===== src/hw/ex_pkg.sv =====
package ex_pkg;

    typedef logic [31:0] word_t;
    typedef logic [63:0] dword_t;
    typedef logic [4:0]  reg_addr_t;
    typedef logic [3:0]  strb_t;
    typedef logic [1:0]  size_t;
    typedef logic [6:0]  except_t; // [6] ale, [5:0] from decode

    localparam size_t size_byte = 2'd0;
    localparam size_t size_half = 2'd1;
    localparam size_t size_word = 2'd2;

    typedef enum logic [3:0] {
        alu_add, alu_sub, alu_slt, alu_sltu,
        alu_and, alu_nor, alu_or, alu_xor,
        alu_sll, alu_srl, alu_sra, alu_lui
    } alu_op_e;

    typedef enum logic [2:0] {
        md_none, md_mul, md_mulh, md_mulhu,
        md_div, md_mod, md_divu, md_modu
    } md_op_e;

    // nine codes, so one bit wider than a 3-bit field
    typedef enum logic [3:0] {
        mem_none,
        mem_ld_b, mem_ld_bu, mem_ld_h, mem_ld_hu, mem_ld_w,
        mem_st_b, mem_st_h, mem_st_w
    } mem_op_e;

    typedef enum logic [1:0] {
        div_idle, div_busy, div_done
    } div_state_e;

    function automatic logic md_is_mul(md_op_e op);
        return op inside {md_mul, md_mulh, md_mulhu};
    endfunction

    function automatic logic md_is_div(md_op_e op);
        return op inside {md_div, md_mod, md_divu, md_modu};
    endfunction

endpackage


===== src/hw/muldiv_if.sv =====
interface muldiv_if
    import ex_pkg::*;
();

    logic   start;  // one cycle, first cycle of a divide
    md_op_e op;
    word_t  src1;
    word_t  src2;
    logic   busy;
    word_t  result;
    logic   done;   // level, held until next start

    modport stage (
        output start, op, src1, src2,
        input  busy, result, done
    );

    modport unit (
        input  start, op, src1, src2,
        output busy, result, done
    );

endinterface


===== src/hw/muldiv_unit.sv =====
module muldiv_unit
    import ex_pkg::*;
(
    input  logic   clk,
    input  logic   resetn,
    muldiv_if.unit md
);

    div_state_e  state;
    logic [4:0]  step;
    logic        take_start;
    logic        src_signed;
    word_t       src1_mag;
    word_t       src2_mag;
    md_op_e      div_op;
    logic        quot_neg;
    logic        rem_neg;
    word_t       divisor;
    word_t       quot;
    word_t       rem;
    logic [32:0] rem_shift;
    logic [32:0] trial;
    dword_t      prod_s;
    dword_t      prod_u;
    word_t       mul_result;
    word_t       div_result;

    // multiplier
    assign prod_u = {32'b0, md.src1} * {32'b0, md.src2};
    assign prod_s = dword_t'($signed({{32{md.src1[31]}}, md.src1})
                           * $signed({{32{md.src2[31]}}, md.src2}));

    always_comb begin
        case (md.op)
            md_mul:   mul_result = prod_s[31:0];
            md_mulh:  mul_result = prod_s[63:32];
            md_mulhu: mul_result = prod_u[63:32];
            default:  mul_result = '0;
        endcase
    end

    // divider works on magnitudes
    assign src_signed = md.op inside {md_div, md_mod};
    assign src1_mag   = (src_signed && md.src1[31]) ? -md.src1 : md.src1;
    assign src2_mag   = (src_signed && md.src2[31]) ? -md.src2 : md.src2;
    assign take_start = md.start && (state != div_busy);

    assign rem_shift = {rem, quot[31]};
    assign trial     = rem_shift - {1'b0, divisor};

    always_ff @(posedge clk) begin
        if (!resetn) begin
            state <= div_idle;
            step  <= '0;
        end else begin
            case (state)
                div_idle,
                div_done: begin
                    if (take_start) begin
                        state <= div_busy;
                        step  <= '0;
                    end
                end
                div_busy: begin
                    if (step == 5'd31) begin
                        state <= div_done;
                    end
                    step <= step + 5'd1;
                end
                default: state <= div_idle;
            endcase
        end
    end

    always_ff @(posedge clk) begin
        if (take_start) begin
            div_op   <= md.op;
            divisor  <= src2_mag;
            quot     <= src1_mag; // dividend shifts out as quotient shifts in
            rem      <= '0;
            quot_neg <= src_signed & (md.src1[31] ^ md.src2[31]);
            rem_neg  <= src_signed & md.src1[31];
        end else if (state == div_busy) begin
            if (trial[32]) begin // restore
                rem  <= rem_shift[31:0];
                quot <= {quot[30:0], 1'b0};
            end else begin
                rem  <= trial[31:0];
                quot <= {quot[30:0], 1'b1};
            end
        end
    end

    always_comb begin
        if (div_op inside {md_div, md_divu}) begin
            div_result = quot_neg ? -quot : quot;
        end else begin
            div_result = rem_neg ? -rem : rem;
        end
    end

    assign md.result = md_is_mul(md.op) ? mul_result : div_result;
    assign md.busy   = (state == div_busy);
    assign md.done   = md_is_mul(md.op) || (state == div_done);

endmodule


===== src/flat_wrapper.sv =====
// flat-port wrapper written by rule: the top's interface ports become plain ports
module muldiv_unit_flat import ex_pkg::*;
  (clk, resetn, md_start, md_op, md_src1, md_src2, md_busy, md_result, md_done);
  muldiv_if md_i ();
  input  logic clk;
  input  logic resetn;
  input wire logic [$bits(md_i.start)-1:0] md_start;
  input wire logic [$bits(md_i.op)-1:0] md_op;
  input wire logic [$bits(md_i.src1)-1:0] md_src1;
  input wire logic [$bits(md_i.src2)-1:0] md_src2;
  output wire logic [$bits(md_i.busy)-1:0] md_busy;
  output wire logic [$bits(md_i.result)-1:0] md_result;
  output wire logic [$bits(md_i.done)-1:0] md_done;
  assign md_i.start = md_start;
  assign md_i.op = md_op;
  assign md_i.src1 = md_src1;
  assign md_i.src2 = md_src2;
  assign md_busy = md_i.busy;
  assign md_result = md_i.result;
  assign md_done = md_i.done;
  muldiv_unit u_core (.clk(clk), .resetn(resetn), .md(md_i));
endmodule

===== config.mk =====
export PLATFORM = sky130hd
export DESIGN_NAME = muldiv_unit_flat
export DESIGN_NICKNAME = d
export VERILOG_FILES = /design/src/hw/ex_pkg.sv /design/src/hw/muldiv_if.sv /design/src/hw/muldiv_unit.sv /design/src/flat_wrapper.sv
export SDC_FILE = /design/constraint.sdc
export NUM_CORES = 2
export LEC_CHECK = 0
export BUFFER_PORTS_ARGS = -buffer_cell sky130_fd_sc_hd__clkbuf_2
export CAP_MARGIN = 0
export CORE_AREA = 2 2 291 351
export DETAILED_ROUTE_END_ITERATION = 8
export DIE_AREA = 0 0 293 353
export GPL_TIMING_DRIVEN = 0
export PLACE_DENSITY = 0.77
export SLEW_MARGIN = 20
export SYNTH_ARGS = -nofsm -noshare
export SYNTH_HDL_FRONTEND = slang
export SYNTH_SLANG_ARGS = --single-unit

===== constraint.sdc =====
create_clock -name clk -period 21.2 [get_ports clk]
set_input_delay 2.12 -clock clk [delete_from_list [all_inputs] [get_ports clk]]
set_output_delay 2.12 -clock clk [all_outputs]
set_load 0.01 [all_outputs]

Word level (Yosys, flattened, before mapping) --
Index checks and enable logic that the tools add are counted.
Storage, ports and cells: bits in registers 108, input bits 70, output and inout port bits 34, logic and storage cells 61
Operators by class: add/subtract/negate cells 6, $mul 2, eq/ne operators 13, muxes and demuxes 16, bitwise gates (word level) 3, reductions and logical operators 13
Operators by type and width (number):
- $mux W32 | 9
- $mul A32 B32 Y64 | 2
- $neg A32 Y32 | 4
- $pmux W32 S3 | 1
- $sub A33 B32 Y33 | 1
- $eq A3 B3 Y1 const B | 4
- $pmux W5 S2 | 1
- $reduce_bool A2 Y1 | 4
- $eq A3 B2 Y1 const B | 2
- $ne A2 B1 Y1 const B | 3
- $add A5 B1 Y5 const B | 1
- $eq A5 B5 Y1 const B | 1
- $mux W5 | 1
- $mux W2 | 2
- $pmux W2 S2 | 1
- $reduce_and A2 Y1 | 2
- $eq A3 B1 Y1 const B | 1
- $logic_and A1 B1 Y1 | 3
- $reduce_bool A3 Y1 | 1
- $and A1 B1 Y1 | 2
- $eq A2 B1 Y1 const B | 1
- $eq A2 B2 Y1 const B | 1
- $logic_not A2 Y1 | 1
- $reduce_or A2 Y1 | 1
- other kinds (3) | 3

Depth between registers and ports, before layout --
word-level depth 5, depth in mapped cells 30, mapped depth without buffers 27

Least setup slack after synthesis --
OpenSTA, ideal clock, no wires.
path kind input-to-output, from in md_src2[7], to out md_result[25], arrival 9945 ps, data required time 19080 ps, setup slack 9135 ps, cell stages on the path 25, buffers on the path 2, cells stage by stage clkbuf_1 > clkbuf_1 > and2_1 > fa_1 > inv_1 > fa_1 > inv_1 > fa_1 > fa_1 > inv_1 > fa_1 > inv_1 > fa_1 > fa_1 > fa_1 > ha_1 > and3_1 > and2_1 > a221o_1 > a21o_1 > a21o_1 > or2_2 > a31oi_1 > nor4b_1 > o31a_1
On the way: word-level cells in the longest chain between the ends 3, elaborated cells between the ends (all ways) 4, those cells by class 2 x mul; 2 x mux
Ends and longest elaborated chain:
- start: declaration | RTL line flat_wrapper.sv:10 | input wire logic [$bits(md_i.src2)-1:0] md_src2;
- $mul A32 B32 Y64, on equally long branches | RTL line muldiv_unit.sv:29, muldiv_unit.sv:31
- $pmux W32 S3 * | RTL line muldiv_unit.sv:34 | case (md.op)
- $mux W32 * | RTL line muldiv_unit.sv:102 | assign md.result = md_is_mul(md.op) ? mul_result : div_result;
- end: declaration | RTL line flat_wrapper.sv:12 | output wire logic [$bits(md_i.result)-1:0] md_result;
Mark *: on every way between the ends. The rest lies on a longest branch, timed or not.

Worst setup path in the final report --
from in md_src2[5], to out md_result[30]
The elaborated chain is that of the path after synthesis.

==> results.toml <==
[clock_tree]
clk_path_buf_depth = 2
clock_latency_ns = 0.39
cts_setup_buffers = 0
cts_tree = "built"
cts_resized = 0
clk_pin_slew_ns = 0.09
cts_htree_levels = 3
cts_buffers = 9
root_buffer = "clkbuf_16"
cts_sinks = 107
hold_buffers = 0

[run_status]
status = "completed"

[route]
vias_per_cell = 6.31
dr.max_layer_used = "met5"
firstDrtPassIters = 8
wl_met2_mm = 111
met1_length_mm = 85.3
postRouteAntennaNets = 0
wl_met3_mm = 31.3
vias = 51100
wl_per_cell_um = 31.9
drc = 0
finalWirelength_mm = 258
drtIter0Drc = 5696

[floorplan]
placementRows = 128
ios = 104
die_x_um = 293
die_area_mm2 = 0.103
start_util_pct = 60.3
core_region_area_mm2 = 0.100
die_h_um = 353

[sta]
slew_headroom_pct = 10.8
fmax_mhz = 63.3
final_hold_viol_count = 0
worst_pin_slew_ns = 1.34
clock_skew_ns = 0.0127
rsz0062_at_grt = "false"
fin_hold_ws_ns = 0.559
min_period_ns = 15.80
setup_viol = 0
setup_tns_ns = 0
final-max-slew-violation-count = 0
period_share_pct = 74.5

[critical_path]
crit_type = "in2out"
cp-end-kind = "output pin"
critical_path_arrival_ns = 13.68
cp-start-kind = "primary input"
required_ns = 19.08
crit_path_max_fanout = 11
crit_top_cell = "fa_1"
crit_slowest_cell = "fa_1"
slowest_delay_ns = 1.07

[final_layout]
drive_above_1_share_pct = 2.79
final_cells = 8092
nFillCells = 8773
final_util_pct = 62.9
area_growth_pct = 4.30
nets = 8697

[synthesis]
ys_dominant_reg_cell = "edfxtp_1"
yosysWarningCount = 0
yosysMostFrequentCell = "inv_1"
syn_area_per_cell_um2 = 9.09
synthArstFlopShare_pct = 0
synth_common_cells = "inv_1, fa_1, nand2_1"
synth_top_area_share_pct = 48.7
netlist.top_cell.by_area = "fa_1"
synth-edff-count = 68
syn_nets = 8622
synth_cells = 6655
netlist_area_mm2 = 0.0605
synth_area_leaders = "fa_1, inv_1, ha_1"
ys_ff_latch = 107
synth-seq-area-share_pct = 4.66
ys_types = 91

[hold_path]
hp-class = "reg2reg"

[global_routing]
grt_antenna_before_repair = 46
grt_pass1_wl_mm = 367
grt_use_total_pct = 50.9
overflow = 0
grt_max_degree = 34
grt_pass1_vias = 53500

[placed_design]
port_buffers = 54
hpwl_mm = 216
dp.cells = 8018
place_congestion = 1.07

[run]
cap_viol_max_count = 0
worst paths after layout:
| path | from | to | slack, ns | cells after the start |
|---|---|---|---|---|
| worst min register to register | u_core.rem[31] | u_core.rem[31] | 0.56 | 2 |
| worst max-delay path | md_src2[5] | md_result[30] | 5.40 | 30 |
| worst max register to register | u_core.quot[31] | u_core.rem[30] | 17.07 | 14 |
| worst min-delay path | u_core.rem[31] | u_core.rem[31] | 0.56 | 2 |
stage by stage:
stage	setup slack, ns	instance area [um2]
2_1_floorplan	9.13	60500
3_3_place_gp	5.52	62400
3_5_place_dp	5.96	62600
4_1_cts	5.91	62900
5_1_grt	5.44	63000
6_report	5.40	63100
cell usage in the layout (no fill, tap or decap), drive strengths merged, types with 36 or more instances in the layout:
cell / Yosys / routed
a21o: 82 / 82
a21oi: 226 / 226
and2: 513 / 513
buf: 40 / 46
clkbuf: 293 / 360
dfxtp: 39 / 39
diode: 0 / 57
edfxtp: 68 / 68
fa: 1472 / 1472
ha: 425 / 425
inv: 1643 / 1647
mux2i: 39 / 39
nand2: 686 / 686
nand3: 36 / 36
nor2: 176 / 176
nor2b: 52 / 52
nor3: 36 / 36
o21ai: 173 / 173
xnor2: 143 / 143
xor2: 95 / 95
registers in the layout, summed over array words and instances, names as in the netlist:
name,cells
u_core.div_op,2
u_core.rem_neg,1
u_core.divisor,32
u_core.step,5
u_core.state,2
u_core.quot,32
u_core.quot_neg,1
u_core.rem,32
critical path, delay by kind of cell:
| family | cells | cell delay (ns) |
|---|---|---|
| buf+inv | 11 | 3.77 |
| fa+ha+maj | 9 | 5.09 |
| mux | 1 | 0.14 |
| compound gates | 5 | 1.44 |
| simple gates | 4 | 1.06 |
kinds of logic (layout without fill, tap and decap cells):
kind of cell,Yosys count,count (layout),synth area share (%)
simple gates,1652,1652,13.5
flops,107,107,4.66
mux,43,43,0.719
fa+ha+maj,1897,1897,57.5
buf+inv,1977,2057,12.3
other cells,0,57,0
compound gates,741,741,7.84
xor+xnor,238,238,3.46
layer usage:
metal	GRT usage, %	up-vias
met5	0	-
met4	46.2	16
met3	16.7	1322
met2	75.1	3737
met1	59.0	25800
li1	-	20200
layout make-up:
| cell class | count | area (um2) | area share (%) |
|---|---|---|---|
| Antenna cell | 57 | 143 | 0.226 |
| Tap cell | 1300 | 1630 | 2.58 |
| Sequential cell | 107 | 2820 | 4.47 |
| Clock inverter | 7 | 86.3 | 0.137 |
| Buffer | 333 | 1350 | 2.13 |
| Timing Repair Buffer | 64 | 437 | 0.692 |
| Multi-Input combinational cell | 4571 | 50300 | 79.6 |
| Clock buffer | 9 | 225 | 0.357 |
| Inverter | 1644 | 6170 | 9.77 |
Power is left out: the tool's default activity adds up to more than one toggle a clock period on the data nets, which glitch-free logic cannot reach.
