File: config.mk
export PLATFORM = sky130hd
export DESIGN_NAME = ex_stage_flat
export DESIGN_NICKNAME = d
export VERILOG_FILES = /design/src/hw/ex_pkg.sv /design/src/hw/muldiv_if.sv /design/src/hw/alu.sv /design/src/hw/ex_stage.sv /design/src/flat_wrapper.sv
export SDC_FILE = /design/constraint.sdc
export NUM_CORES = 1
export LEC_CHECK = 0
export BUFFER_PORTS_ARGS = -buffer_cell sky130_fd_sc_hd__buf_2
export CAP_MARGIN = 20
export CORE_ASPECT_RATIO = 1.2
export CORE_UTILIZATION = 55
export CTS_CLUSTER_DIAMETER = 40
export DETAILED_ROUTE_END_ITERATION = 6
export PLACE_DENSITY = 0.82
export REMOVE_ABC_BUFFERS = 1
export SKIP_LAST_GASP = 1
export SLEW_MARGIN = 20
export SYNTH_ARGS = -nofsm -noshare
export SYNTH_HDL_FRONTEND = slang
export SYNTH_SLANG_ARGS = --single-unit
File: constraint.sdc
create_clock -name clk -period 22.5 [get_ports clk]
set_input_delay 0 -clock clk [delete_from_list [all_inputs] [get_ports clk]]
set_output_delay 0 -clock clk [all_outputs]
set_load 0.1 [all_outputs]
File: src/hw/ex_pkg.sv
package ex_pkg;

    typedef logic [31:0] word_t;
    typedef logic [63:0] dword_t;
    typedef logic [4:0]  reg_addr_t;
    typedef logic [3:0]  strb_t;
    typedef logic [1:0]  size_t;
    typedef logic [6:0]  except_t; // [6] ale, [5:0] from decode

    localparam size_t size_byte = 2'd0;
    localparam size_t size_half = 2'd1;
    localparam size_t size_word = 2'd2;

    typedef enum logic [3:0] {
        alu_add, alu_sub, alu_slt, alu_sltu,
        alu_and, alu_nor, alu_or, alu_xor,
        alu_sll, alu_srl, alu_sra, alu_lui
    } alu_op_e;

    typedef enum logic [2:0] {
        md_none, md_mul, md_mulh, md_mulhu,
        md_div, md_mod, md_divu, md_modu
    } md_op_e;

    // nine codes, so one bit wider than a 3-bit field
    typedef enum logic [3:0] {
        mem_none,
        mem_ld_b, mem_ld_bu, mem_ld_h, mem_ld_hu, mem_ld_w,
        mem_st_b, mem_st_h, mem_st_w
    } mem_op_e;

    typedef enum logic [1:0] {
        div_idle, div_busy, div_done
    } div_state_e;

    function automatic logic md_is_mul(md_op_e op);
        return op inside {md_mul, md_mulh, md_mulhu};
    endfunction

    function automatic logic md_is_div(md_op_e op);
        return op inside {md_div, md_mod, md_divu, md_modu};
    endfunction

endpackage

File: src/hw/muldiv_if.sv
interface muldiv_if
    import ex_pkg::*;
();

    logic   start;  // one cycle, first cycle of a divide
    md_op_e op;
    word_t  src1;
    word_t  src2;
    logic   busy;
    word_t  result;
    logic   done;   // level, held until next start

    modport stage (
        output start, op, src1, src2,
        input  busy, result, done
    );

    modport unit (
        input  start, op, src1, src2,
        output busy, result, done
    );

endinterface

File: src/hw/alu.sv
module alu
    import ex_pkg::*;
(
    input  alu_op_e alu_op,
    input  word_t   alu_src1,
    input  word_t   alu_src2,
    output word_t   alu_result
);

    word_t      add_sub_result;
    logic [4:0] shamt;

    assign shamt = alu_src2[4:0];

    // sub shares the adder through inversion and carry in
    assign add_sub_result = alu_src1 + (alu_op == alu_sub ? ~alu_src2 : alu_src2)
                            + {31'b0, alu_op == alu_sub};

    always_comb begin
        case (alu_op)
            alu_add,
            alu_sub: begin
                alu_result = add_sub_result;
            end
            alu_slt: begin
                alu_result = {31'b0, $signed(alu_src1) < $signed(alu_src2)};
            end
            alu_sltu: begin
                alu_result = {31'b0, alu_src1 < alu_src2};
            end
            alu_and: begin
                alu_result = alu_src1 & alu_src2;
            end
            alu_nor: begin
                alu_result = ~(alu_src1 | alu_src2);
            end
            alu_or: begin
                alu_result = alu_src1 | alu_src2;
            end
            alu_xor: begin
                alu_result = alu_src1 ^ alu_src2;
            end
            alu_sll: begin
                alu_result = alu_src1 << shamt;
            end
            alu_srl: begin
                alu_result = alu_src1 >> shamt;
            end
            alu_sra: begin
                alu_result = word_t'($signed(alu_src1) >>> shamt);
            end
            alu_lui: begin
                alu_result = alu_src2; // imm already shifted by decode
            end
            default: begin
                alu_result = '0;
            end
        endcase
    end

endmodule

File: src/hw/ex_stage.sv
module ex_stage
    import ex_pkg::*;
(
    input  logic       clk,
    input  logic       resetn,
    input  logic       ds_valid,
    output logic       es_allowin,
    input  alu_op_e    ds_alu_op,
    input  md_op_e     ds_md_op,
    input  mem_op_e    ds_mem_op,
    input  word_t      ds_src1,
    input  word_t      ds_src2,
    input  word_t      ds_rkd_value,
    input  logic       ds_rf_we,
    input  reg_addr_t  ds_rf_waddr,
    input  word_t      ds_pc,
    input  logic [5:0] ds_except,
    input  logic       ds_rdcnt_lo,
    input  logic       ds_rdcnt_hi,
    input  logic       ms_allowin,
    input  logic       except_flush,
    output logic       es_to_ms_valid,
    output word_t      es_pc,
    output word_t      es_result,
    output logic       es_rf_we,
    output reg_addr_t  es_rf_waddr,
    output logic       es_res_from_mem,
    output mem_op_e    es_mem_op,
    output except_t    es_except,
    output logic       data_sram_req,
    output logic       data_sram_wr,
    output size_t      data_sram_size,
    output strb_t      data_sram_wstrb,
    output word_t      data_sram_addr,
    output word_t      data_sram_wdata,
    input  logic       data_sram_addr_ok,
    muldiv_if.stage    md
);

    logic       es_valid;
    logic       es_ready_go;
    alu_op_e    es_alu_op;
    md_op_e     es_md_op;
    word_t      es_src1;
    word_t      es_src2;
    word_t      es_rkd_value;
    logic       es_rf_we_r;
    logic [5:0] es_ds_except;
    logic       es_rdcnt_lo;
    logic       es_rdcnt_hi;
    dword_t     stable_cnt;
    word_t      alu_result;
    logic       is_load;
    logic       is_store;
    logic       is_mem;
    logic       is_div;
    logic       word_op;
    logic       half_op;
    logic       ale;
    logic       has_exc;
    logic       div_issued;
    strb_t      st_strb;

    assign es_allowin     = !es_valid || (es_ready_go && ms_allowin);
    assign es_to_ms_valid = es_valid && es_ready_go;

    always_ff @(posedge clk) begin
        if (!resetn || except_flush) begin
            es_valid <= 1'b0;
        end else if (es_allowin) begin
            es_valid <= ds_valid;
        end
    end

    always_ff @(posedge clk) begin
        if (ds_valid && es_allowin) begin
            es_alu_op    <= ds_alu_op;
            es_md_op     <= ds_md_op;
            es_mem_op    <= ds_mem_op;
            es_src1      <= ds_src1;
            es_src2      <= ds_src2;
            es_rkd_value <= ds_rkd_value;
            es_rf_we_r   <= ds_rf_we;
            es_rf_waddr  <= ds_rf_waddr;
            es_pc        <= ds_pc;
            es_ds_except <= ds_except;
            es_rdcnt_lo  <= ds_rdcnt_lo;
            es_rdcnt_hi  <= ds_rdcnt_hi;
        end
    end

    // stable counter for rdcntvl.w / rdcntvh.w
    always_ff @(posedge clk) begin
        if (!resetn) begin
            stable_cnt <= '0;
        end else begin
            stable_cnt <= stable_cnt + 64'd1;
        end
    end

    alu u_alu (
        .alu_op     (es_alu_op),
        .alu_src1   (es_src1),
        .alu_src2   (es_src2),
        .alu_result (alu_result)
    );

    assign is_load  = es_mem_op inside {mem_ld_b, mem_ld_bu, mem_ld_h, mem_ld_hu, mem_ld_w};
    assign is_store = es_mem_op inside {mem_st_b, mem_st_h, mem_st_w};
    assign is_mem   = is_load || is_store;
    assign is_div   = md_is_div(es_md_op);
    assign word_op  = es_mem_op inside {mem_ld_w, mem_st_w};
    assign half_op  = es_mem_op inside {mem_ld_h, mem_ld_hu, mem_st_h};

    assign ale       = es_valid && ((word_op && |alu_result[1:0]) || (half_op && alu_result[0]));
    assign es_except = {ale, es_ds_except & {6{es_valid}}};
    assign has_exc   = |es_except;

    // excepted instructions pass straight through
    always_comb begin
        if (has_exc) begin
            es_ready_go = 1'b1;
        end else if (is_mem) begin
            es_ready_go = data_sram_req && data_sram_addr_ok;
        end else if (is_div) begin
            es_ready_go = div_issued && md.done;
        end else begin
            es_ready_go = 1'b1;
        end
    end

    // start once per divide, after the unit has drained
    assign md.start = es_valid && is_div && !has_exc && !except_flush
                      && !div_issued && !md.busy;
    assign md.op    = es_md_op;
    assign md.src1  = es_src1;
    assign md.src2  = es_src2;

    always_ff @(posedge clk) begin
        if (!resetn) begin
            div_issued <= 1'b0;
        end else if (es_allowin) begin
            div_issued <= 1'b0;
        end else if (md.start) begin
            div_issued <= 1'b1;
        end
    end

    always_comb begin
        if (es_rdcnt_lo) begin
            es_result = stable_cnt[31:0];
        end else if (es_rdcnt_hi) begin
            es_result = stable_cnt[63:32];
        end else if (es_md_op != md_none) begin
            es_result = md.result;
        end else begin
            es_result = alu_result;
        end
    end

    assign es_rf_we        = es_rf_we_r && es_valid;
    assign es_res_from_mem = is_load && es_valid;

    always_comb begin
        case (es_mem_op)
            mem_st_b: st_strb = 4'b0001 << alu_result[1:0];
            mem_st_h: st_strb = alu_result[1] ? 4'b1100 : 4'b0011;
            mem_st_w: st_strb = 4'b1111;
            default:  st_strb = 4'b0000;
        endcase
    end

    always_comb begin
        case (es_mem_op)
            mem_st_b: data_sram_wdata = {4{es_rkd_value[7:0]}};
            mem_st_h: data_sram_wdata = {2{es_rkd_value[15:0]}};
            default:  data_sram_wdata = es_rkd_value;
        endcase
    end

    always_comb begin
        case (es_mem_op)
            mem_ld_b, mem_ld_bu, mem_st_b: data_sram_size = size_byte;
            mem_ld_h, mem_ld_hu, mem_st_h: data_sram_size = size_half;
            default:                       data_sram_size = size_word;
        endcase
    end

    assign data_sram_req   = es_valid && is_mem && !has_exc && !except_flush && ms_allowin;
    assign data_sram_wr    = data_sram_req && is_store;
    assign data_sram_wstrb = data_sram_wr ? st_strb : 4'b0000; // loads carry no strobe
    assign data_sram_addr  = alu_result;

endmodule

File: src/flat_wrapper.sv
// flat-port wrapper written by rule: the top's interface ports become plain ports
module ex_stage_flat import ex_pkg::*;
  (clk, resetn, ds_valid, es_allowin, ds_alu_op, ds_md_op, ds_mem_op, ds_src1, ds_src2, ds_rkd_value, ds_rf_we, ds_rf_waddr, ds_pc, ds_except, ds_rdcnt_lo, ds_rdcnt_hi, ms_allowin, except_flush, es_to_ms_valid, es_pc, es_result, es_rf_we, es_rf_waddr, es_res_from_mem, es_mem_op, es_except, data_sram_req, data_sram_wr, data_sram_size, data_sram_wstrb, data_sram_addr, data_sram_wdata, data_sram_addr_ok, md_start, md_op, md_src1, md_src2, md_busy, md_result, md_done);
  muldiv_if md_i ();
  input  logic clk;
  input  logic resetn;
  input  logic ds_valid;
  output logic es_allowin;
  input  alu_op_e ds_alu_op;
  input  md_op_e ds_md_op;
  input  mem_op_e ds_mem_op;
  input  word_t ds_src1;
  input  word_t ds_src2;
  input  word_t ds_rkd_value;
  input  logic ds_rf_we;
  input  reg_addr_t ds_rf_waddr;
  input  word_t ds_pc;
  input  logic [5:0] ds_except;
  input  logic ds_rdcnt_lo;
  input  logic ds_rdcnt_hi;
  input  logic ms_allowin;
  input  logic except_flush;
  output logic es_to_ms_valid;
  output word_t es_pc;
  output word_t es_result;
  output logic es_rf_we;
  output reg_addr_t es_rf_waddr;
  output logic es_res_from_mem;
  output mem_op_e es_mem_op;
  output except_t es_except;
  output logic data_sram_req;
  output logic data_sram_wr;
  output size_t data_sram_size;
  output strb_t data_sram_wstrb;
  output word_t data_sram_addr;
  output word_t data_sram_wdata;
  input  logic data_sram_addr_ok;
  output wire logic [$bits(md_i.start)-1:0] md_start;
  output wire logic [$bits(md_i.op)-1:0] md_op;
  output wire logic [$bits(md_i.src1)-1:0] md_src1;
  output wire logic [$bits(md_i.src2)-1:0] md_src2;
  input wire logic [$bits(md_i.busy)-1:0] md_busy;
  input wire logic [$bits(md_i.result)-1:0] md_result;
  input wire logic [$bits(md_i.done)-1:0] md_done;
  assign md_start = md_i.start;
  assign md_op = md_i.op;
  assign md_src1 = md_i.src1;
  assign md_src2 = md_i.src2;
  assign md_i.busy = md_busy;
  assign md_i.result = md_result;
  assign md_i.done = md_done;
  ex_stage u_core (.clk(clk), .resetn(resetn), .ds_valid(ds_valid), .es_allowin(es_allowin), .ds_alu_op(ds_alu_op), .ds_md_op(ds_md_op), .ds_mem_op(ds_mem_op), .ds_src1(ds_src1), .ds_src2(ds_src2), .ds_rkd_value(ds_rkd_value), .ds_rf_we(ds_rf_we), .ds_rf_waddr(ds_rf_waddr), .ds_pc(ds_pc), .ds_except(ds_except), .ds_rdcnt_lo(ds_rdcnt_lo), .ds_rdcnt_hi(ds_rdcnt_hi), .ms_allowin(ms_allowin), .except_flush(except_flush), .es_to_ms_valid(es_to_ms_valid), .es_pc(es_pc), .es_result(es_result), .es_rf_we(es_rf_we), .es_rf_waddr(es_rf_waddr), .es_res_from_mem(es_res_from_mem), .es_mem_op(es_mem_op), .es_except(es_except), .data_sram_req(data_sram_req), .data_sram_wr(data_sram_wr), .data_sram_size(data_sram_size), .data_sram_wstrb(data_sram_wstrb), .data_sram_addr(data_sram_addr), .data_sram_wdata(data_sram_wdata), .data_sram_addr_ok(data_sram_addr_ok), .md(md_i));
endmodule
==> Yosys cells after proc, flatten, opt, wreduce, memory -nomap -nowiden <==
Index checks and enable logic that the tools add are counted.
{ "classes": {"add_sub_neg": 3, "magnitude_cmp": 2, "eq_ne": 23, "shifts": 4, "mux": 13, "bitwise": 7, "reduce_logical": 43} }
{ "op_table": {"columns": ["cell", "n"], "rows": [
  ["$pmux 32 s11", 1],
  ["$mux 32", 4],
  ["$add 64x1->64 const B", 1],
  ["$lt 32x32->1", 2],
  ["$not 32->32", 2],
  ["$pmux 32 s2", 1],
  ["$add 32x1->32", 1],
  ["$add 32x32->32", 1],
  ["$and 32x32->32", 1],
  ["$eq 4x3->1 const B", 8],
  ["$or 32x32->32", 1],
  ["$shl 32x5->32", 1],
  ["$shr 32x5->32", 1],
  ["$sshr 32x5->32", 1],
  ["$xor 32x32->32", 1],
  ["$eq 4x4->1 const B", 5],
  ["$logic_and 1x1->1", 20],
  ["$eq 4x2->1 const B", 4],
  ["$eq 3x3->1 const B", 4],
  ["$pmux 4 s3", 1],
  ["$reduce_bool 3->1", 3],
  ["$eq 4x1->1 const B", 2],
  ["$mux 4", 2],
  ["$reduce_or 7->1", 1],
  ["other kinds (13)", 26]
]} }
{ "totals": {"reg_bits": 219, "input_bits": 193, "output_inout_bits": 224} }

==> Depth between registers and ports, before layout <==
Gate-level depths: netlist of the first run.
{ "depth": {"depth_word": 20, "depth_mapped": 16} }

==> Cells and area by module <==
Synthesis of the first run repeated with hierarchy kept, for this count alone.
{ "hier_totals": {"hier_cells": 1956, "hier_area_um2": 17639.4} }
{ "by_module_without_submodules": {"columns": ["mod", "n_inst", "cells_per_inst", "area_per_inst_um2"], "rows": [
  ["ex_stage", 1, 795, 9282.7],
  ["alu", 1, 1161, 8356.8]
]} }

==> Worst setup path after synthesis of the first run <==
Ideal clock, no wire load.
{ "synth_path": {"path_kind": "register to register", "startpoint": "reg u_core.es_src2[2], in the netlist u_core.md.src2[2]", "endpoint": "reg u_core.es_alu_op[0] (enable)", "arrival_ns": 14.145, "required_ns": 21.647, "setup_slack_ns": 7.502, "stages_incl_launch_ff": 15, "n_path_buf": 3, "synth_period_minus_slack_ns": 14.998, "path_cell_list": "edfxtp_1 -> inv_1 -> buf_2 -> buf_1 -> clkbuf_1 -> ha_1 -> inv_1 -> a21oi_1 -> o211ai_1 -> nand3_1 -> a311oi_1 -> o31a_2 -> inv_2 -> a221oi_2 -> nor3_1"} }
{ "synth_via": {"elab_chain_len": 17} }
{ "synth_rtl": {"columns": ["item", "line_no", "text"], "rows": [
  ["start, declared", "ex_stage.sv:45", "word_t es_src2;"],
  ["start signal, assigned", "ex_stage.sv:81", "es_src2 <= ds_src2;"],
  ["$lt 32x32->1, or another cell as far along", "alu.sv:29", "alu_result = {31'b0, alu_src1 < alu_src2};"],
  ["$pmux 32 s11 (*)", "alu.sv:20", "case (alu_op)"],
  ["named net data_sram_addr[0]", "flat_wrapper.sv:35", "output word_t data_sram_addr;"],
  ["$reduce_or 2->1", "ex_stage.sv:115", "assign ale = es_valid && ((word_op && |alu_result[1:0]) || (half_op && alu_result[0]));"],
  ["$logic_and 1x1->1", "ex_stage.sv:115", null],
  ["$logic_or 1x1->1 (*)", "ex_stage.sv:115", null],
  ["$logic_and 1x1->1 (*)", "ex_stage.sv:115", null],
  ["$reduce_or 7->1 (*)", "ex_stage.sv:117", "assign has_exc = |es_except;"],
  ["$logic_not 1->1", "ex_stage.sv:189", "assign data_sram_req = es_valid && is_mem && !has_exc && !except_flush && ms_allowin;"],
  ["$logic_and 1x1->1 (3 in series)", "ex_stage.sv:189", null],
  ["$logic_and 1x1->1", "ex_stage.sv:124", "es_ready_go = data_sram_req && data_sram_addr_ok;"],
  ["$mux 1", "ex_stage.sv:123", "end else if (is_mem) begin"],
  ["$mux 1 (*)", "ex_stage.sv:121", "if (has_exc) begin"],
  ["$logic_and 1x1->1 (*)", "ex_stage.sv:64", "assign es_allowin = !es_valid || (es_ready_go && ms_allowin);"],
  ["$logic_or 1x1->1 (*)", "ex_stage.sv:64", null],
  ["$logic_and 1x1->1 (*)", "ex_stage.sv:76", "if (ds_valid && es_allowin) begin"],
  ["end signal, assigned", "ex_stage.sv:77", "es_alu_op <= ds_alu_op;"],
  ["end, declared", "ex_stage.sv:42", "alu_op_e es_alu_op;"]
]} }
Mark *: on every way through the listed nets, which the timed path passes. The rest lies on a longest branch.
A chain may end at the register's enable or synchronous reset.

==> Worst setup path after layout of the first run <==
{ "layout_path": {"startpoint": "reg u_core.es_alu_op[3]", "endpoint": "out es_result[29]"} }
{ "layout_via": {"elab_chain_len": 8} }
{ "layout_rtl": {"columns": ["item", "line_no", "text"], "rows": [
  ["$eq 4x1->1", "alu.sv:16, alu.sv:17, alu.sv:20", null],
  ["$mux 32", "alu.sv:16", "assign add_sub_result = alu_src1 + (alu_op == alu_sub ? ~alu_src2 : alu_src2)"],
  ["$add 32x32->32", "alu.sv:16", null],
  ["$add 32x1->32", "alu.sv:17", "+ {31'b0, alu_op == alu_sub};"],
  ["$pmux 32 s11 (*)", "alu.sv:20", null],
  ["$mux 32 (*)", "ex_stage.sv:154", "end else if (es_md_op != md_none) begin"],
  ["$mux 32 (*)", "ex_stage.sv:152", "end else if (es_rdcnt_hi) begin"],
  ["$mux 32 (*)", "ex_stage.sv:150", "if (es_rdcnt_lo) begin"],
  ["end, declared", "flat_wrapper.sv:25", "output word_t es_result;"]
]} }
Mark *: on every way between the ends. The rest lies on a longest branch, timed or not.

==> flow_results.xml, run 1 <==
<?xml version="1.0" encoding="UTF-8"?>
<metrics>
  <group name="floorplanning">
    <metric name="io_pins" unit="">417</metric>
    <metric name="start_util" unit="%">56.0</metric>
    <metric name="rows" unit="">72</metric>
    <metric name="fp.dieH" unit="um">201</metric>
    <metric name="die_area" unit="um2">33600</metric>
    <metric name="placeableCoreArea" unit="um2">32300</metric>
    <metric name="floorplan.die.width" unit="um">167</metric>
  </group>
  <group name="yosys">
    <metric name="synth-seq-area-share" unit="%">32.7</metric>
    <metric name="avgSynthCellArea" unit="um2">9.41</metric>
    <metric name="synth_async_reset_ratio" unit="%">0</metric>
    <metric name="syn_area" unit="um2">18100</metric>
    <metric name="yosys_warnings" unit="">0</metric>
    <metric name="synth.distinct_cells" unit="">90</metric>
    <metric name="synthFlopType" unit="">sky130_fd_sc_hd__edfxtp_1</metric>
    <metric name="synth-edff-count" unit="">153</metric>
    <metric name="synthesized_instance_count" unit="">1921</metric>
    <metric name="synth-seq-cells" unit="">219</metric>
  </group>
  <group name="clocking">
    <metric name="clk_pin_slew_worst_paths" unit="ns">0.06</metric>
    <metric name="cts-resized-gates" unit="">0</metric>
    <metric name="ctsRootBufferMaster" unit="">sky130_fd_sc_hd__clkbuf_16</metric>
    <metric name="numCtsBuffers" unit="">30</metric>
    <metric name="clock_sinks" unit="">219</metric>
    <metric name="cts_tree" unit="">built</metric>
    <metric name="clock_tree.htree_level_count" unit="">1</metric>
    <metric name="postCtsSetupRepairBufs" unit="">0</metric>
    <metric name="worst_skew_pair.late_latency" unit="ns">0.58</metric>
    <metric name="cts_hold_repair.buffers" unit="">158</metric>
    <metric name="cts_max_path_buffers" unit="">3</metric>
  </group>
  <group name="worst_setup_path">
    <metric name="path_class" unit="">flip-flop to primary output</metric>
    <metric name="critical_path_peak_fanout" unit="">33</metric>
    <metric name="crit_required" unit="ns">22.50</metric>
    <metric name="arrival" unit="ns">5.62</metric>
    <metric name="worst_setup_path_end_kind" unit="">primary output</metric>
    <metric name="start_kind" unit="">flip-flop</metric>
  </group>
  <group name="power">
    <metric name="power_report.internal_total" unit="mW">0.942</metric>
    <metric name="p_total" unit="mW">1.64</metric>
    <metric name="power_leakage" unit="nW">9.78</metric>
    <metric name="seq_power_share" unit="%">29.7</metric>
    <metric name="power_density" unit="nW/um2">71.0</metric>
    <metric name="power_frac_comb" unit="%">39.1</metric>
    <metric name="peakVddDrop" unit="mV">0.0812</metric>
    <metric name="p_clk_share" unit="%">31.2</metric>
    <metric name="proportion_of_total_power_due_to_net_switching" unit="%">42.4</metric>
    <metric name="switching_power" unit="mW">0.695</metric>
  </group>
  <group name="place">
    <metric name="place.detailed.instances" unit="">2655</metric>
    <metric name="placement.cell_area" unit="um2">20400</metric>
    <metric name="placement.setup.worst_slack" unit="ns">17.19</metric>
    <metric name="finalWeightedCongestion" unit="">1.06</metric>
    <metric name="portBuffers" unit="">416</metric>
    <metric name="hpwl" unit="um">50100</metric>
  </group>
  <group name="run_status">
    <metric name="status" unit="">completed</metric>
  </group>
  <group name="finish">
    <metric name="mostFrequentLayoutCell" unit="">sky130_fd_sc_hd__buf_2</metric>
    <metric name="filler_cell_count" unit="">2397</metric>
    <metric name="final_std_cell_area_no_fill" unit="um2">23000</metric>
    <metric name="layout.cells.non_filler" unit="">2873</metric>
    <metric name="utilization" unit="%">71.5</metric>
    <metric name="layout-drive-gt1-share" unit="%">25.8</metric>
    <metric name="most_frequent_cells_in_the_layout" unit="">416 x sky130_fd_sc_hd__buf_2, 163 x sky130_fd_sc_hd__nor2_1, 158 x sky130_fd_sc_hd__dlygate4sd3_1</metric>
    <metric name="areaGrowthSynthToFinish" unit="%">27.5</metric>
    <metric name="finalNetCount" unit="">2760</metric>
  </group>
  <group name="grt">
    <metric name="grt_pass1_wl" unit="um">106000</metric>
    <metric name="first_global_vias" unit="">17900</metric>
    <metric name="gr-usage-all-layers" unit="%">41.3</metric>
    <metric name="grt_overflow_total" unit="">0</metric>
    <metric name="grt_start_max_net_pins" unit="">73</metric>
    <metric name="grt_antenna_before_repair" unit="">2</metric>
  </group>
  <group name="timing">
    <metric name="finalMaxSlewViolations" unit="">0</metric>
    <metric name="ratio_of_final_minimum_period_to_clock_period" unit="%">25.0</metric>
    <metric name="fmax" unit="GHz">0.178</metric>
    <metric name="setup_slack" unit="ns">16.88</metric>
    <metric name="maximum_clock_skew_at_final_layout" unit="ns">0.0207</metric>
    <metric name="max_slew_margin" unit="%">22.0</metric>
    <metric name="finalSetupViolations" unit="">0</metric>
    <metric name="timing_worst_slew_pin_value" unit="ns">1.16</metric>
    <metric name="fin_setup_tns" unit="ns">0</metric>
    <metric name="grt_setup_unrepaired" unit="">false</metric>
    <metric name="hold_viol" unit="">0</metric>
    <metric name="minimum_clock_period" unit="ns">5.62</metric>
    <metric name="finalHoldWorstSlack" unit="ns">0.131</metric>
  </group>
  <group name="routing">
    <metric name="antenna_left" unit="">0</metric>
    <metric name="finalWirelength" unit="um">70900</metric>
    <metric name="detail_route.wl_per_cell" unit="um">24.7</metric>
    <metric name="remaining_drc_errors" unit="">0</metric>
    <metric name="drtIter0Drc" unit="">2671</metric>
    <metric name="viasPerCell" unit="">6.39</metric>
    <metric name="vias" unit="">18400</metric>
    <metric name="detail_route.first_pass.iterations" unit="">7</metric>
  </group>
  <group name="flow_run">
    <metric name="maxCapViolCount" unit="">0</metric>
  </group>
  <group name="worst_hold_path">
    <metric name="min-delay-path-class" unit="">primary input to flip-flop</metric>
  </group>
</metrics>
## worst max-delay path: stages, from the launching register on
cell                        delay, ns
sky130_fd_sc_hd__edfxtp_1        0.63
sky130_fd_sc_hd__nor4b_2         0.32
sky130_fd_sc_hd__buf_4           0.54
sky130_fd_sc_hd__xnor2_1         0.15
sky130_fd_sc_hd__ha_1            0.41
sky130_fd_sc_hd__a21o_1          0.25
sky130_fd_sc_hd__a31o_2          0.23
sky130_fd_sc_hd__a211oi_1        0.31
sky130_fd_sc_hd__o211ai_1        0.30
sky130_fd_sc_hd__a311oi_1        0.60
sky130_fd_sc_hd__o2111ai_1       0.20
sky130_fd_sc_hd__o211ai_1        0.22
sky130_fd_sc_hd__nor2_1          0.09
sky130_fd_sc_hd__o21ai_0         0.27
sky130_fd_sc_hd__buf_2           0.49
## worst paths after layout
path / start / endpoint / slack (ns) / cells after the start
worst max-delay path: u_core.es_alu_op[3] / es_result[29] / 16.88 / 14
worst min register to register: u_core.stable_cnt[0] / u_core.stable_cnt[0] / 0.49 / 1
worst min-delay path: ds_rkd_value[2] / u_core.es_rkd_value[2] / 0.13 / 2
worst max register to register: u_core.md.src2[0] / u_core.md.src2[12] / 17.10 / 15
## state kept, by name, summed over array words and instances, names as in the netlist, 4 cells and up
register / flops
u_core.es_alu_op: 4
u_core.es_ds_except: 6
u_core.es_mem_op: 4
u_core.es_pc: 32
u_core.es_rf_waddr: 5
u_core.es_rkd_value: 32
u_core.md.src1: 32
u_core.md.src2: 32
u_core.stable_cnt: 64
## routing by layer
| metal | track usage, % | vias up | wire length, um |
|---|---|---|---|
| li1 | - | 8147 | - |
| met1 | 50.2 | 8692 | 25600 |
| met5 | 0 | - | 0 |
| met2 | 67.5 | 1250 | 33500 |
| met3 | 8.77 | 268 | 7450 |
| met4 | 24.0 | 0 | 4310 |
## Yosys cell counts (10+ instances only)
| master | number | area share [%] |
|---|---|---|
| sky130_fd_sc_hd__clkbuf_1 | 81 | 1.7 |
| sky130_fd_sc_hd__mux4_2 | 68 | 8.5 |
| sky130_fd_sc_hd__or3_1 | 20 | 0.69 |
| sky130_fd_sc_hd__a211oi_1 | 17 | 0.71 |
| sky130_fd_sc_hd__edfxtp_1 | 153 | 25 |
| sky130_fd_sc_hd__nor2b_1 | 21 | 0.73 |
| sky130_fd_sc_hd__xor2_1 | 25 | 1.2 |
| sky130_fd_sc_hd__buf_2 | 12 | 0.33 |
| sky130_fd_sc_hd__nand4_1 | 19 | 0.66 |
| sky130_fd_sc_hd__and3_1 | 19 | 0.66 |
| sky130_fd_sc_hd__a21o_1 | 17 | 0.71 |
| sky130_fd_sc_hd__nor3_1 | 39 | 1.1 |
| sky130_fd_sc_hd__a221oi_1 | 11 | 0.53 |
| sky130_fd_sc_hd__o221ai_1 | 17 | 0.82 |
| sky130_fd_sc_hd__and4_1 | 10 | 0.48 |
| sky130_fd_sc_hd__mux2i_1 | 54 | 3.0 |
| sky130_fd_sc_hd__o21ai_1 | 15 | 0.42 |
| sky130_fd_sc_hd__buf_1 | 14 | 0.29 |
| sky130_fd_sc_hd__and2_1 | 67 | 2.3 |
| sky130_fd_sc_hd__dfxtp_1 | 66 | 7.3 |
| sky130_fd_sc_hd__nand2b_1 | 21 | 0.73 |
| sky130_fd_sc_hd__nand2_1 | 156 | 3.2 |
| sky130_fd_sc_hd__a222oi_1 | 11 | 0.61 |
| sky130_fd_sc_hd__a22oi_1 | 17 | 0.71 |
| sky130_fd_sc_hd__o211ai_1 | 25 | 1.0 |
| sky130_fd_sc_hd__xnor2_1 | 85 | 4.1 |
| sky130_fd_sc_hd__nand3_1 | 50 | 1.4 |
| sky130_fd_sc_hd__a21oi_1 | 128 | 3.5 |
| sky130_fd_sc_hd__ha_1 | 128 | 8.9 |
| sky130_fd_sc_hd__mux2_2 | 34 | 2.1 |
| sky130_fd_sc_hd__nor2_1 | 165 | 3.4 |
| sky130_fd_sc_hd__inv_1 | 98 | 2.0 |
| sky130_fd_sc_hd__o21ai_0 | 94 | 2.6 |
## power by group through the flow
stage	Sequential, mW	Combinational (mW)	Clock (mW)
4_1_cts	0.484	0.625	0.510
5_1_grt	0.488	0.664	0.530
2_1_floorplan	0.601	0.352	0
3_3_place_gp	0.490	0.597	0
6_report	0.486	0.640	0.511
3_5_place_dp	0.492	0.601	0
## cell families (layout without fill, tap and decap cells)
kind of cell | after synthesis | after routing | synth area share (%)
AOI/OAI and AO/OA | 466 | 466 | 17.2
xor gates and xnor gates | 110 | 110 | 5.33
adders and majority gates | 129 | 129 | 8.97
buffers and inverters | 224 | 765 | 5.27
DFF | 219 | 219 | 32.7
muxes | 158 | 158 | 13.9
other | 0 | 4 | 0
and+or+nand+nor | 615 | 615 | 16.6
## area by class of cell
class	count	area [um2]	area share, %
Sequential cell	219	5920	25.7
Timing Repair Buffer	607	3910	17.0
Inverter	102	383	1.66
Clock buffer	38	843	3.66
Tap cell	407	509	2.21
Antenna cell	4	10.0	0.0434
Clock inverter	18	244	1.06
Multi-Input combinational cell	1478	11200	48.7
Power figures use the tool's default switching activity.
==> run 2: changes to the inputs <==
CORE_UTILIZATION = 50   (was 55)
PLACE_DENSITY = 0.79   (was 0.82)
clock period = 4.8 ns   (was 22.5 ns; I/O delays follow)
==> flow_results.xml, run 2 (synthesized netlist as in run 1, its figures left out) <==
<?xml version="1.0" encoding="UTF-8"?>
<metrics>
  <group name="grt">
    <metric name="grt_start_max_net_pins" unit="">106</metric>
    <metric name="grt_overflow_total" unit="">0</metric>
    <metric name="first_global_vias" unit="">18500</metric>
    <metric name="grt_pass1_wl" unit="um">111000</metric>
    <metric name="grt_antenna_before_repair" unit="">1</metric>
    <metric name="gr-usage-all-layers" unit="%">39.8</metric>
  </group>
  <group name="power">
    <metric name="power_leakage" unit="nW">10.3</metric>
    <metric name="peakVddDrop" unit="mV">0.358</metric>
    <metric name="power_density" unit="nW/um2">323</metric>
    <metric name="p_total" unit="mW">7.93</metric>
  </group>
  <group name="finish">
    <metric name="largest_reg_flops" unit="">64</metric>
    <metric name="n_antenna_cell" unit="">0</metric>
    <metric name="mostFrequentLayoutCell" unit="">sky130_fd_sc_hd__buf_2</metric>
    <metric name="areaGrowthSynthToFinish" unit="%">36.0</metric>
    <metric name="finalNetCount" unit="">2830</metric>
    <metric name="registers.top_by_ff_count" unit="">u_core.stable_cnt</metric>
    <metric name="layout-drive-gt1-share" unit="%">28.1</metric>
    <metric name="most_frequent_cells_in_the_layout" unit="">360 x sky130_fd_sc_hd__buf_2, 163 x sky130_fd_sc_hd__nor2_1, 158 x sky130_fd_sc_hd__dlygate4sd3_1</metric>
  </group>
  <group name="worst_setup_path">
    <metric name="worst_setup_path_end_kind" unit="">primary output</metric>
    <metric name="arrival" unit="ns">4.74</metric>
    <metric name="path_class" unit="">flip-flop to primary output</metric>
    <metric name="start_kind" unit="">flip-flop</metric>
    <metric name="critical_path_peak_fanout" unit="">48</metric>
    <metric name="crit_required" unit="ns">4.80</metric>
  </group>
  <group name="routing">
    <metric name="finalWirelength" unit="um">75000</metric>
    <metric name="viasPerCell" unit="">6.28</metric>
    <metric name="vias" unit="">18800</metric>
    <metric name="detail_route.wl_per_cell" unit="um">25.0</metric>
    <metric name="antenna_left" unit="">0</metric>
    <metric name="detail_route.first_pass.iterations" unit="">6</metric>
    <metric name="remaining_drc_errors" unit="">0</metric>
    <metric name="drtIter0Drc" unit="">2334</metric>
  </group>
  <group name="floorplanning">
    <metric name="fp.dieH" unit="um">210</metric>
    <metric name="die_area" unit="um2">36900</metric>
    <metric name="rows" unit="">75</metric>
    <metric name="placeableCoreArea" unit="um2">35300</metric>
    <metric name="floorplan.die.width" unit="um">176</metric>
    <metric name="start_util" unit="%">51.2</metric>
    <metric name="io_pins" unit="">417</metric>
  </group>
  <group name="clocking">
    <metric name="ctsRootBufferMaster" unit="">sky130_fd_sc_hd__clkbuf_16</metric>
    <metric name="worst_skew_pair.late_latency" unit="ns">0.58</metric>
    <metric name="numCtsBuffers" unit="">30</metric>
    <metric name="clock_sinks" unit="">219</metric>
    <metric name="clk_pin_slew_worst_paths" unit="ns">0.06</metric>
    <metric name="cts_tree" unit="">built</metric>
    <metric name="clock_tree.htree_level_count" unit="">1</metric>
    <metric name="cts_max_path_buffers" unit="">3</metric>
  </group>
  <group name="timing">
    <metric name="timing_worst_slew_pin_value" unit="ns">1.02</metric>
    <metric name="grt_setup_unrepaired" unit="">true</metric>
    <metric name="fmax" unit="GHz">0.211</metric>
    <metric name="max_slew_margin" unit="%">32.2</metric>
    <metric name="finalMaxSlewViolations" unit="">0</metric>
    <metric name="finalSetupViolations" unit="">0</metric>
    <metric name="maximum_clock_skew_at_final_layout" unit="ns">0.0167</metric>
    <metric name="hold_viol" unit="">0</metric>
    <metric name="minimum_clock_period" unit="ns">4.74</metric>
    <metric name="ratio_of_final_minimum_period_to_clock_period" unit="%">98.7</metric>
    <metric name="setup_slack" unit="ns">0.0601</metric>
  </group>
  <group name="worst_hold_path">
    <metric name="min-delay-path-class" unit="">primary input to flip-flop</metric>
  </group>
  <group name="flow_run">
    <metric name="maxCapViolCount" unit="">0</metric>
  </group>
  <group name="place">
    <metric name="placement.setup.worst_slack" unit="ns">0.347</metric>
    <metric name="hpwl" unit="um">54600</metric>
    <metric name="portBuffers" unit="">416</metric>
    <metric name="finalWeightedCongestion" unit="">1.10</metric>
  </group>
  <group name="run_status">
    <metric name="status" unit="">completed</metric>
  </group>
</metrics>
## run 2: area by class of cell
cell class	instances	area, um2
clock buffer	33	762
clock inverter	22	298
fill	2683	10700
inverter	102	383
multi-input combinational	1478	11300
sequential	219	5920
tap	462	578
timing repair buffer	677	5360
## run 2: path summary, 6_finish.rpt
kind	from	to	slack, ns	depth (start not counted)
max reg2reg	u_core.md.src2[20]	u_core.md.src1[9]	0.50	12
max	u_core.md.src2[2]	es_result[4]	0.06	10
min	ms_allowin	u_core.es_rkd_value[16]	0.11	3
min reg2reg	u_core.stable_cnt[0]	u_core.stable_cnt[0]	0.48	1
## run 2: routing by layer
| layer | wire [um] | track usage (%) | part of all wire (%) | vias up |
|---|---|---|---|---|
| met5 | 13 | 0 | 0.017 | - |
| li1 | - | - | - | 8295 |
| met4 | 4310 | 21.5 | 5.7 | 2 |
| met1 | 27700 | 49.1 | 37 | 8986 |
| met2 | 35600 | 65.4 | 47 | 1262 |
| met3 | 7370 | 7.97 | 9.8 | 260 |
## run 2: report_power, final
| group | internal [mW] | switching (mW) | total [mW] | leakage (nW) |
|---|---|---|---|---|
| Combinational | 1.02 | 2.32 | 3.34 | 7.83 |
| Clock | 1.44 | 0.920 | 2.36 | 0.497 |
| Sequential | 2.14 | 0.0947 | 2.23 | 2.01 |
| Total | 4.59 | 3.34 | 7.93 | 10.3 |
## run 2: critical path, stage by stage (launching register included)
cell                       delay [ns]
sky130_fd_sc_hd__edfxtp_1        0.47
sky130_fd_sc_hd__inv_2           0.17
sky130_fd_sc_hd__buf_4           0.60
sky130_fd_sc_hd__mux2i_1         0.31
sky130_fd_sc_hd__o21ai_0         0.63
sky130_fd_sc_hd__a21oi_1         0.10
sky130_fd_sc_hd__o41ai_1         0.74
sky130_fd_sc_hd__mux2i_1         0.25
sky130_fd_sc_hd__o21ai_0         0.26
sky130_fd_sc_hd__mux2_2          0.19
sky130_fd_sc_hd__buf_2           0.42
## run 2: repair_timing
action / CTS / global route
hold buffers: 158 / 0
gates resized for setup: 7 / 13
pin swaps: 1 / 2
endpoints found under the hold margin: 166 / 0
endpoints found under the setup margin: 12 / 21
setup buffers: 3 / 5
## run 2: through the flow
step | setup TNS (ns) | instance area [um2] | utilization [%] | instances | hold WS (ns)
after floorplan | -2532.64 | 17500 | - | 1799 | 0.0989
after global placement | 0 | 21800 | 61.8 | 2772 | 0.176
after detailed placement | 0 | 21800 | 61.8 | 2772 | 0.178
after CTS | 0 | 24500 | 69.5 | 2988 | 0.0995
after global routing | -0.217 | 24600 | 69.7 | 2993 | 0.117
final | 0 | 24600 | 69.7 | 2993 | 0.107
